[src/logic/mvuPkg.sv]
package mvuPkg;

	localparam int unsigned NibbleWidth = 4;	// Operand width of the quantized datapath
	localparam int unsigned ProdWidth = 2 * NibbleWidth + 1;	// 4b signed x 5b signed product

	// Two's complement weight, -8 .. 7
	typedef logic signed [NibbleWidth-1:0] weightT;

	// Activation, 0 .. 15 unless the core runs in signed mode
	typedef logic [NibbleWidth-1:0] actT;

	// Per-cycle control handed from the sequencer to the core
	typedef struct packed {
		logic last;	// Final fold of the current vector
		logic zero;	// Bubble, product forced to zero
	} coreCtlT;

	// Control of a cycle without an activation chunk
	localparam coreCtlT CoreCtlIdle = '{last: 1'b0, zero: 1'b1};

endpackage : mvuPkg
[src/logic/mvuTop.sv]
`timescale 1ns/1ps

module mvuTop #(
	int unsigned Pe = 4,
	int unsigned Simd = 4,
	int unsigned MatrixWidth = 16,
	int unsigned AccuWidth = 16,
	bit SignedActs = 0,
	localparam int unsigned Folds = MatrixWidth / Simd,
	localparam int unsigned AddrWidth = Folds > 1 ? $clog2(Folds) : 1
) (
	input logic clk,
	input logic rst,
	input logic wEn,	// Weight load strobe
	input logic [AddrWidth-1:0] wAddr,	// Fold index of the loaded row
	input mvuPkg::weightT [Pe-1:0][Simd-1:0] wData,
	input logic aVld,	// Activation chunk strobe
	input mvuPkg::actT [Simd-1:0] a,
	output logic pVld,	// Six cycles after the final chunk
	output logic signed [Pe-1:0][AccuWidth-1:0] p
);
	import mvuPkg::*;

	// Folds must tile the matrix exactly
	if (MatrixWidth % Simd != 0) begin : genWidthCheck
		$error("mvuTop: MatrixWidth %0d is not a multiple of Simd %0d", MatrixWidth, Simd);
	end

	logic rdEn;
	logic [AddrWidth-1:0] rdAddr;
	weightT [Pe-1:0][Simd-1:0] foldW;	// Weight row of the current fold
	actT [Simd-1:0] foldA;	// Activations aligned to foldW
	coreCtlT ctl;

	foldSequencer #(.Simd(Simd), .MatrixWidth(MatrixWidth)) foldSequencer_inst (
		.clk(clk), .rst(rst),
		.aVld(aVld), .aIn(a),
		.rdEn(rdEn), .rdAddr(rdAddr),
		.aOut(foldA), .ctl(ctl)
	);

	weightMem #(.Pe(Pe), .Simd(Simd), .MatrixWidth(MatrixWidth)) weightMem_inst (
		.clk(clk), .rst(rst),
		.wEn(wEn), .wAddr(wAddr), .wData(wData),
		.rdEn(rdEn), .rdAddr(rdAddr),
		.w(foldW)
	);

	mvuCore #(.Pe(Pe), .Simd(Simd), .AccuWidth(AccuWidth), .SignedActs(SignedActs)) mvuCore_inst (
		.clk(clk), .rst(rst),
		.ctl(ctl), .w(foldW), .a(foldA),
		.vld(pVld), .p(p)
	);

endmodule : mvuTop

[src/logic/mvuCore.sv]
`timescale 1ns/1ps

module mvuCore #(
	int unsigned Pe,
	int unsigned Simd,
	int unsigned AccuWidth,
	bit SignedActs
) (
	input logic clk,
	input logic rst,
	input mvuPkg::coreCtlT ctl,	// Last and zero flags of this fold
	input mvuPkg::weightT [Pe-1:0][Simd-1:0] w,	// Signed weights
	input mvuPkg::actT [Simd-1:0] a,	// Activations
	output logic vld,	// One pulse per completed vector
	output logic signed [Pe-1:0][AccuWidth-1:0] p
);
	import mvuPkg::*;

	localparam int unsigned TreeNodes = 2 * Simd - 1;	// Binary tree, leaves at the top

	// Last flag travels alongside the data, index is the stage number
	logic [1:5] lastPipe;

	always_ff @(posedge clk) begin
		if (rst) begin
			lastPipe <= '0;
		end else begin
			lastPipe <= {ctl.last, lastPipe[1:4]};
		end
	end

	assign vld = lastPipe[5];

	// Stage 1 input registers
	weightT [Pe-1:0][Simd-1:0] w1;
	actT [Simd-1:0] a1;

	always_ff @(posedge clk) begin
		w1 <= w;	// Product is zero anyway when a1 is cleared
	end

	always_ff @(posedge clk) begin
		if (rst || ctl.zero) begin
			a1 <= '0;	// Bubble adds nothing downstream
		end else begin
			a1 <= a;
		end
	end

	// Activation widened to a signed operand
	logic signed [NibbleWidth:0] aExt [Simd];

	always_comb begin
		for (int j = 0; j < Simd; j++) begin
			aExt[j] = $signed({SignedActs && a1[j][NibbleWidth-1], a1[j]});	// Zero or sign ext
		end
	end

	// Stage 2 products
	logic signed [ProdWidth-1:0] m2 [Pe][Simd];

	always_ff @(posedge clk) begin
		if (rst) begin
			m2 <= '{default: '0};
		end else begin
			for (int i = 0; i < Pe; i++) begin
				for (int j = 0; j < Simd; j++) begin
					m2[i][j] <= $signed(w1[i][j]) * aExt[j];
				end
			end
		end
	end

	// Adder tree per PE, node n sums children 2n+1 and 2n+2
	logic signed [AccuWidth-1:0] tree [Pe][TreeNodes];

	always_comb begin
		for (int i = 0; i < Pe; i++) begin
			for (int j = 0; j < Simd; j++) begin
				tree[i][Simd-1+j] = m2[i][j];	// Sign extended leaf
			end
			for (int n = int'(Simd) - 2; n >= 0; n--) begin
				tree[i][n] = tree[i][2*n+1] + tree[i][2*n+2];
			end
		end
	end

	// Stage 3 fold sums
	logic signed [AccuWidth-1:0] s3 [Pe];

	always_ff @(posedge clk) begin
		if (rst) begin
			s3 <= '{default: '0};
		end else begin
			for (int i = 0; i < Pe; i++) begin
				s3[i] <= tree[i][0];	// Root
			end
		end
	end

	// Stage 4 accumulators
	logic signed [AccuWidth-1:0] acc4 [Pe];

	always_ff @(posedge clk) begin
		if (rst) begin
			acc4 <= '{default: '0};
		end else begin
			for (int i = 0; i < Pe; i++) begin
				acc4[i] <= (lastPipe[4] ? '0 : acc4[i]) + s3[i];	// Restart after a last
			end
		end
	end

	// Stage 5 result register, captured on the closing fold only
	always_ff @(posedge clk) begin
		if (rst) begin
			p <= '0;
		end else if (lastPipe[4]) begin
			for (int i = 0; i < Pe; i++) begin
				p[i] <= acc4[i];	// Holds until the next vector
			end
		end
	end

	// A bubble flagged as last would emit a result for a vector never completed
	noLastOnBubble: assert property (
		@(posedge clk) disable iff (rst) !(ctl.last && ctl.zero)
	) else $error("mvuCore: last flag on a zero bubble");

endmodule : mvuCore

[src/logic/foldSequencer.sv]
`timescale 1ns/1ps

module foldSequencer #(
	int unsigned Simd,
	int unsigned MatrixWidth,
	localparam int unsigned Folds = MatrixWidth / Simd,
	localparam int unsigned AddrWidth = Folds > 1 ? $clog2(Folds) : 1
) (
	input logic clk,
	input logic rst,
	input logic aVld,	// Chunk strobe
	input mvuPkg::actT [Simd-1:0] aIn,
	output logic rdEn,
	output logic [AddrWidth-1:0] rdAddr,
	output mvuPkg::actT [Simd-1:0] aOut,	// Chunk aligned with the weight read
	output mvuPkg::coreCtlT ctl
);
	import mvuPkg::*;

	localparam logic [AddrWidth-1:0] LastFold = AddrWidth'(Folds - 1);

	logic [AddrWidth-1:0] foldCnt;	// Chunks seen of the current vector
	logic foldLast;

	assign foldLast = foldCnt == LastFold;	// Current chunk closes the vector

	// Weight fetch runs in the strobe cycle itself
	assign rdEn = aVld;
	assign rdAddr = foldCnt;

	// Chunk counter, wraps at the fold count
	always_ff @(posedge clk) begin
		if (rst) begin
			foldCnt <= '0;	// Drops a partly received vector
		end else if (aVld) begin
			foldCnt <= foldLast ? '0 : foldCnt + 1'b1;
		end
	end

	// Activations ride one cycle behind to meet the registered memory output
	always_ff @(posedge clk) begin
		aOut <= aIn;
	end

	// Last/zero bundle, a missing strobe becomes a bubble
	always_ff @(posedge clk) begin
		if (rst) begin
			ctl <= CoreCtlIdle;
		end else begin
			ctl.last <= aVld && foldLast;
			ctl.zero <= !aVld;
		end
	end

	// Memory has only Folds rows, a stray address would read stale data
	foldInRange: assert property (
		@(posedge clk) disable iff (rst) rdAddr < Folds
	) else $error("foldSequencer: fold address %0d out of range", rdAddr);

endmodule : foldSequencer

[src/logic/weightMem.sv]
`timescale 1ns/1ps

module weightMem #(
	int unsigned Pe,
	int unsigned Simd,
	int unsigned MatrixWidth,
	localparam int unsigned Folds = MatrixWidth / Simd,
	localparam int unsigned AddrWidth = Folds > 1 ? $clog2(Folds) : 1
) (
	input logic clk,
	input logic rst,
	input logic wEn,	// Load strobe, one fold row per cycle
	input logic [AddrWidth-1:0] wAddr,
	input mvuPkg::weightT [Pe-1:0][Simd-1:0] wData,
	input logic rdEn,	// Read strobe from the sequencer
	input logic [AddrWidth-1:0] rdAddr,
	output mvuPkg::weightT [Pe-1:0][Simd-1:0] w	// Fold row, one cycle after rdEn
);
	import mvuPkg::*;

	// All PE weights that belong to one fold
	typedef weightT [Pe-1:0][Simd-1:0] foldRowT;

	foldRowT mem [Folds];	// One fold row per address

	// Write port, visible to reads from the next cycle on
	always_ff @(posedge clk) begin
		if (wEn) begin
			mem[wAddr] <= wData;
		end
	end

	// Registered read port
	always_ff @(posedge clk) begin
		if (rdEn) begin
			w <= mem[rdAddr];	// Holds last row between reads
		end
	end

	// A reload while a vector streams would mix old and new matrix columns
	noLoadWhileStreaming: assert property (
		@(posedge clk) disable iff (rst) !(wEn && rdEn)
	) else $error("weightMem: weight load overlaps vector streaming");

endmodule : weightMem

[config.mk]
export PLATFORM = sky130hd
export DESIGN_NAME = mvuTop
export DESIGN_NICKNAME = d
export VERILOG_FILES = /design/src/logic/mvuPkg.sv /design/src/logic/mvuTop.sv /design/src/logic/mvuCore.sv /design/src/logic/foldSequencer.sv /design/src/logic/weightMem.sv
export SDC_FILE = /design/constraint.sdc
export NUM_CORES = 1
export LEC_CHECK = 0
export ABC_AREA = 1
export BUFFER_PORTS_ARGS = -buffer_cell sky130_fd_sc_hd__buf_2
export CAP_MARGIN = 40
export CORE_AREA = 8 8 294 296
export CTS_BUF_LIST = sky130_fd_sc_hd__clkbuf_16
export CTS_CLUSTER_DIAMETER = 120
export DETAILED_ROUTE_END_ITERATION = 10
export DIE_AREA = 0 0 302 304
export GPL_TIMING_DRIVEN = 0
export PLACE_DENSITY_LB_ADDON = 0.12
export SLEW_MARGIN = 15
export SYNTH_ARGS = -nofsm -noshare
export SYNTH_HDL_FRONTEND = slang
export SYNTH_SLANG_ARGS = --single-unit
[constraint.sdc]
create_clock -name clk -period 18.31 [get_ports clk]
set_input_delay 3.662 -clock clk [delete_from_list [all_inputs] [get_ports clk]]
set_output_delay 3.662 -clock clk [all_outputs]
set_load 0.05 [all_outputs]
; ---- Word-level counts from Yosys, hierarchy flattened
; Memory sizes are Yosys's and may differ from the RTL's. A register that Yosys moved wholly into a read port is not among the register bits.
; Cells that the tools add are included.
; Widths: inputs -> output; s select.
[totals]
regBits = 441
mem_bits_rw = 256
inputBits = 86
out_inout_bits = 65
wordCells = 101
n_memories = 1
[mem_list]
columns = name, depth, width, rd, rd_ports_with_merged_regs, wr, line
row1 = weightMem_inst.mem, 4, 64, 1, 1, 1, weightMem.sv:24  ; foldRowT mem [Folds];
[op_classes]
add_sub_neg = 17
multipliers = 16
n_eq_ne = 1
n_mux = 7
reduce_logical = 3
[ops]
columns = cell, n
row1 = $mul 4x5->9, 16
row2 = $add 16x16->16, 8
row3 = $add 9x9->10, 8
row4 = $mux 16, 4
row5 = $add 2x1->2 const B, 1
row6 = $eq 2x2->1 const B, 1
row7 = $mux 1, 2
row8 = $mux 2, 1
row9 = $logic_and 1x1->1, 1
row10 = $logic_not 1->1, 1
row11 = $logic_or 1x1->1, 1

; ---- Longest topological paths before layout
[depth]
depth_word = 2
ltp_mapped = 17
mapped_depth_nobuf = 16

; ---- By module
; A second synthesis with hierarchy kept.
[hier_totals]
cells_unflattened = 4680
hier_area_um2 = 40020.9
[by_module_without_submodules]
columns = module, n_inst, cells_each, area_per_inst_um2, seq_area_each_um2
row1 = mvuCore, 1, 3571, 26865.8, 8027.7
row2 = weightMem, 1, 1074, 12683.4, 9609.2
row3 = foldSequencer, 1, 35, 471.7, 400.4

; ---- Least setup slack after synthesis
; No wires, ideal clock.
[synth_timing]
kind = input -> register
from = input wAddr[1]
to = memory weightMem_inst.mem[0][0] (netlist name) (enable)
setup_time_ns = 0.565
t_arrival_ns = 8.126
t_required_ns = 17.745
path_slack_ns = 9.618
path_stages = 1
n_path_buf = 0
cell_sequence = nor3_1
[synth_rtl]
columns = element, line
row1 = start: declaration, mvuTop.sv:15  ; input logic [AddrWidth-1:0] wAddr,
row2 = end: declaration, weightMem.sv:24
; Straight into the memory's write port.

; ---- Final worst setup path
[layout_timing]
from = register mvuCore_inst.p[15] (netlist name)
to = output p[15] (netlist name)
[layout_rtl]
columns = element, line
row1 = start: declaration, mvuCore.sv:15  ; output logic signed [Pe-1:0][AccuWidth-1:0] p
row2 = start signal: indexed assignment, mvuCore.sv:120  ; p[i] <= acc4[i];
row3 = end: declaration, mvuTop.sv:20  ; output logic signed [Pe-1:0][AccuWidth-1:0] p
; No word-level cell between the ends.

==> results.sh <==
export IMPL_status="finished, final reports clean"
export IMPL_criticalPathCategory="reg2out"
export IMPL_ios=151
export IMPL_synth_edf_count=320
export IMPL_start_util_pct=49.6
export IMPL_yosys_area_share_simple_pct=16.6
export IMPL_hold_viol=0
export IMPL_synth_common_cells="880 x nand2_1, 772 x inv_1, 595 x nor2_1, 445 x ha_1, 441 x dfxtp_1"
export IMPL_antenna_found_initial=10
export IMPL_vdd_drop_max_mv=0.0931
export IMPL_grt_pass1_wl_mm=154
export IMPL_seq_area_frac_synth_pct=45.6
export IMPL_setup_viol=0
export IMPL_finalNonFillerCells=6077
export IMPL_die_w_um=302
export IMPL_power_switching_w=0.00163
export IMPL_async_flop_share_pct=0
export IMPL_core_area_sq_um=81600
export IMPL_grt_start_max_net_pins=63
export IMPL_layout_nets=5562
export IMPL_die_h_um=304
export IMPL_required_ns=14.65
export IMPL_drtIter0Drc=1476
export IMPL_ys_ff_latch=761
export IMPL_post_drt_wl_per_cell_um=16.0
export IMPL_crit_family="flip-flops"
export IMPL_worst_path_max_delay_cell="dfxtp_1"
export IMPL_path_buf_inv=1
export IMPL_numCtsBuffers=82
export IMPL_grt_busiest_layer="met2"
export IMPL_syn_nets=5291
export IMPL_yosysTopAreaCell="edfxtp_1"
export IMPL_comb_power_share_pct=26.4
export IMPL_clk_latency_ns=0.66
export IMPL_cp_cell_sequence="buf_2"
export IMPL_grt_usage_pct=21.1
export IMPL_drv_slew=0
export IMPL_use_met1_pct=27.5
export IMPL_io_buffers=150
export IMPL_seqPwrFrac_pct=40.7
export IMPL_timing_final_crit_share_pct=27.2
export IMPL_ctsHoldBuffers=0
export IMPL_synth_area_sq_um=40400
export IMPL_drive_gt1_share_pct=7.72
export IMPL_synth_area_top_cells="edfxtp_1 24%, dfxtp_1 22%, ha_1 14%"
export IMPL_clkTransAtPathRegs_ns=0.06
export IMPL_met2_usage_pct=35.6
export IMPL_grt_pass1_vias=28700
export IMPL_synth_fa_ha_area_share_pct=18.5
export IMPL_max_freq_ghz=0.201
export IMPL_final_util_pct=56.0
export IMPL_worst_pin_slew_ns=0.808
export IMPL_placedCellCount=5921
export IMPL_routabilityCongestion=0.901
export IMPL_fin_crit_ns=4.98
export IMPL_routed_via_density=4.91
export IMPL_yosysTopAreaCellShare_pct=23.8
export IMPL_area_growth_pct=12.9
export IMPL_drv_cap=0
export IMPL_critPathMaxFanout=2
export IMPL_htree_levels=3
export IMPL_arrival_ns=1.32
export IMPL_clockBufferDepth=3
export IMPL_ant_nets=0
export IMPL_synth_compound_area_share_pct=9.33
export IMPL_synth_avg_cell_area_sq_um=8.67
export IMPL_vias=29900
export IMPL_yosysMostFrequentCell="nand2_1"
export IMPL_power_leakage_nw=23.3
export IMPL_cp_start_kind="register"
export IMPL_gr_usage_met3_pct=3.13
export IMPL_power_density_nw_per_um2=110
export IMPL_swShare_pct=32.4
export IMPL_drc_errors=0
export IMPL_yosys_mux_area_fraction_pct=0
export IMPL_slew_headroom_pct=46.1
export IMPL_cts_resized=0
export IMPL_synth_xor_area_share_pct=1.32
export IMPL_hold_class="reg2reg"
export IMPL_wirelength_mm=97.1
export IMPL_dieArea_sq_um=91800
export IMPL_rsz0062_at_grt="false"
export IMPL_yosys_warnings=0
export IMPL_power_clock_fraction_pct=32.9
export IMPL_synthDistinctLibCells=38
export IMPL_tns_ns=0
export IMPL_rows=105
export IMPL_clock_skew_ns=0.0498
export IMPL_p_int_w=0.00340
export IMPL_post_cts_setup_buffers=0
export IMPL_postSynthCellCount=4664
export IMPL_post_dp_hpwl_mm=76.5
export IMPL_cts_sinks=761
export IMPL_dominantRegCellSynth="dfxtp_1"
export IMPL_critPathCaptureType="primary output"
export IMPL_root_buffer="clkbuf_16"
export IMPL_grt_ovfl_total=0
export IMPL_synth_top_family_by_area="adder cells"
export IMPL_dr_pass1_iters=5
export IMPL_cts_tree="done"
export IMPL_holdWs_ns=0.339
export IMPL_max_stage_delay_ns=0.38
-- registers in the layout, indices dropped and copies added (netlist names) --
signal                     count
foldSequencer_inst.aOut       16
foldSequencer_inst.ctl         2
foldSequencer_inst.rdAddr      2
mvuCore_inst.a1               16
mvuCore_inst.acc4             64
mvuCore_inst.lastPipe          5
mvuCore_inst.m2              144
mvuCore_inst.p                64
mvuCore_inst.s3               64
mvuCore_inst.w1               64
weightMem_inst.mem           256
weightMem_inst.w              64
-- routing by layer --
| metal | share of wire, % | wire length (um) |
|---|---|---|
| met5 | 0.042 | 41 |
| met4 | 3.7 | 3600 |
| met3 | 4.1 | 3950 |
| met2 | 46 | 45100 |
| met1 | 46 | 44400 |
-- power by group through the flow --
stage / combinational [W] / clock [W] / sequential [W]
6_report: 0.00133 / 0.00166 / 0.00205
5_1_grt: 0.00155 / 0.00176 / 0.00207
4_1_cts: 0.00133 / 0.00170 / 0.00205
3_5_place_dp: 0.00132 / 0 / 0.00208
3_3_place_gp: 0.00130 / 0 / 0.00209
2_1_floorplan: 0.00101 / 0 / 0.00205
-- per-stage QoR --
step	setup slack, ns	total power (W)	cell area (sq um)
after floorplan	9.62	0.00307	40400
after global placement	5.96	0.00339	42500
after detailed placement	12.60	0.00340	42900
after CTS	13.27	0.00508	45700
after global routing	13.22	0.00538	45700
final	13.33	0.00504	45700
-- worst paths after layout --
kind                                    from  cells past startpoint  slack (ns)                             to
max          mvuCore_inst.p[15]$_SDFFE_PP0P_                      1       13.33                          p[15]
min           weightMem_inst.w[27]$_DFFE_PP_                      0        0.34    mvuCore_inst.w1[27]$_DFF_P_
min reg2reg   weightMem_inst.w[27]$_DFFE_PP_                      0        0.34    mvuCore_inst.w1[27]$_DFF_P_
max reg2reg   mvuCore_inst.a1[14]$_SDFF_PP0_                     17       13.73  mvuCore_inst.m2[7]$_SDFF_PP0_
-- cell type report --
cell class              count  area [sq um]
diodes                      5          12.5
plain buffers             127           574
clock buffers              82          2050
clock inverters            69           692
fillers                  7514         35900
inverters                 775          2910
multi-input cells        3001         18500
flip-flops and latches    761         18400
well taps                1070          1340
repair buffers            187          1110
-- cells by family (layout without fill, tap and decap cells) --
logic type,Yosys count,after routing
AO/OA/AOI/OAI,707,707
XOR/XNOR,61,61
adder cells (fa/ha/maj),541,541
buffers and inverters,902,1240
flip-flops,761,761
other,0,5
AND/OR/NAND/NOR,1692,1692
-- cell usage in the layout (no fill, tap or decap), types with 7 or more instances in the layout --
cell type  synthesis  final
dfxtp_1          441    441
nor3_1            20     16
a31oi_1            8      8
buf_6              3     16
edfxtp_1         320    320
clkinv_1           0     19
and2_1             7      7
clkinv_2           0     12
fa_1              96     96
nand2_1          880    880
a21o_1            21     21
o21ai_0          232    232
bufinv_16          0     10
inv_1            772    789
nand4_1           33     33
or2_2             17     17
o21a_1            21     21
nand3_1          126    126
o22ai_1           64     64
a21oi_1          285    285
buf_4              5     27
clkbuf_16          0     82
a211oi_1           7      7
ha_1             445    445
xnor2_1           11     11
o21ai_1           62     62
buf_2             42    191
nor2_1           595    595
xor2_1            50     50
clkbuf_1          69     69
(Power assumes the default switching activity.)
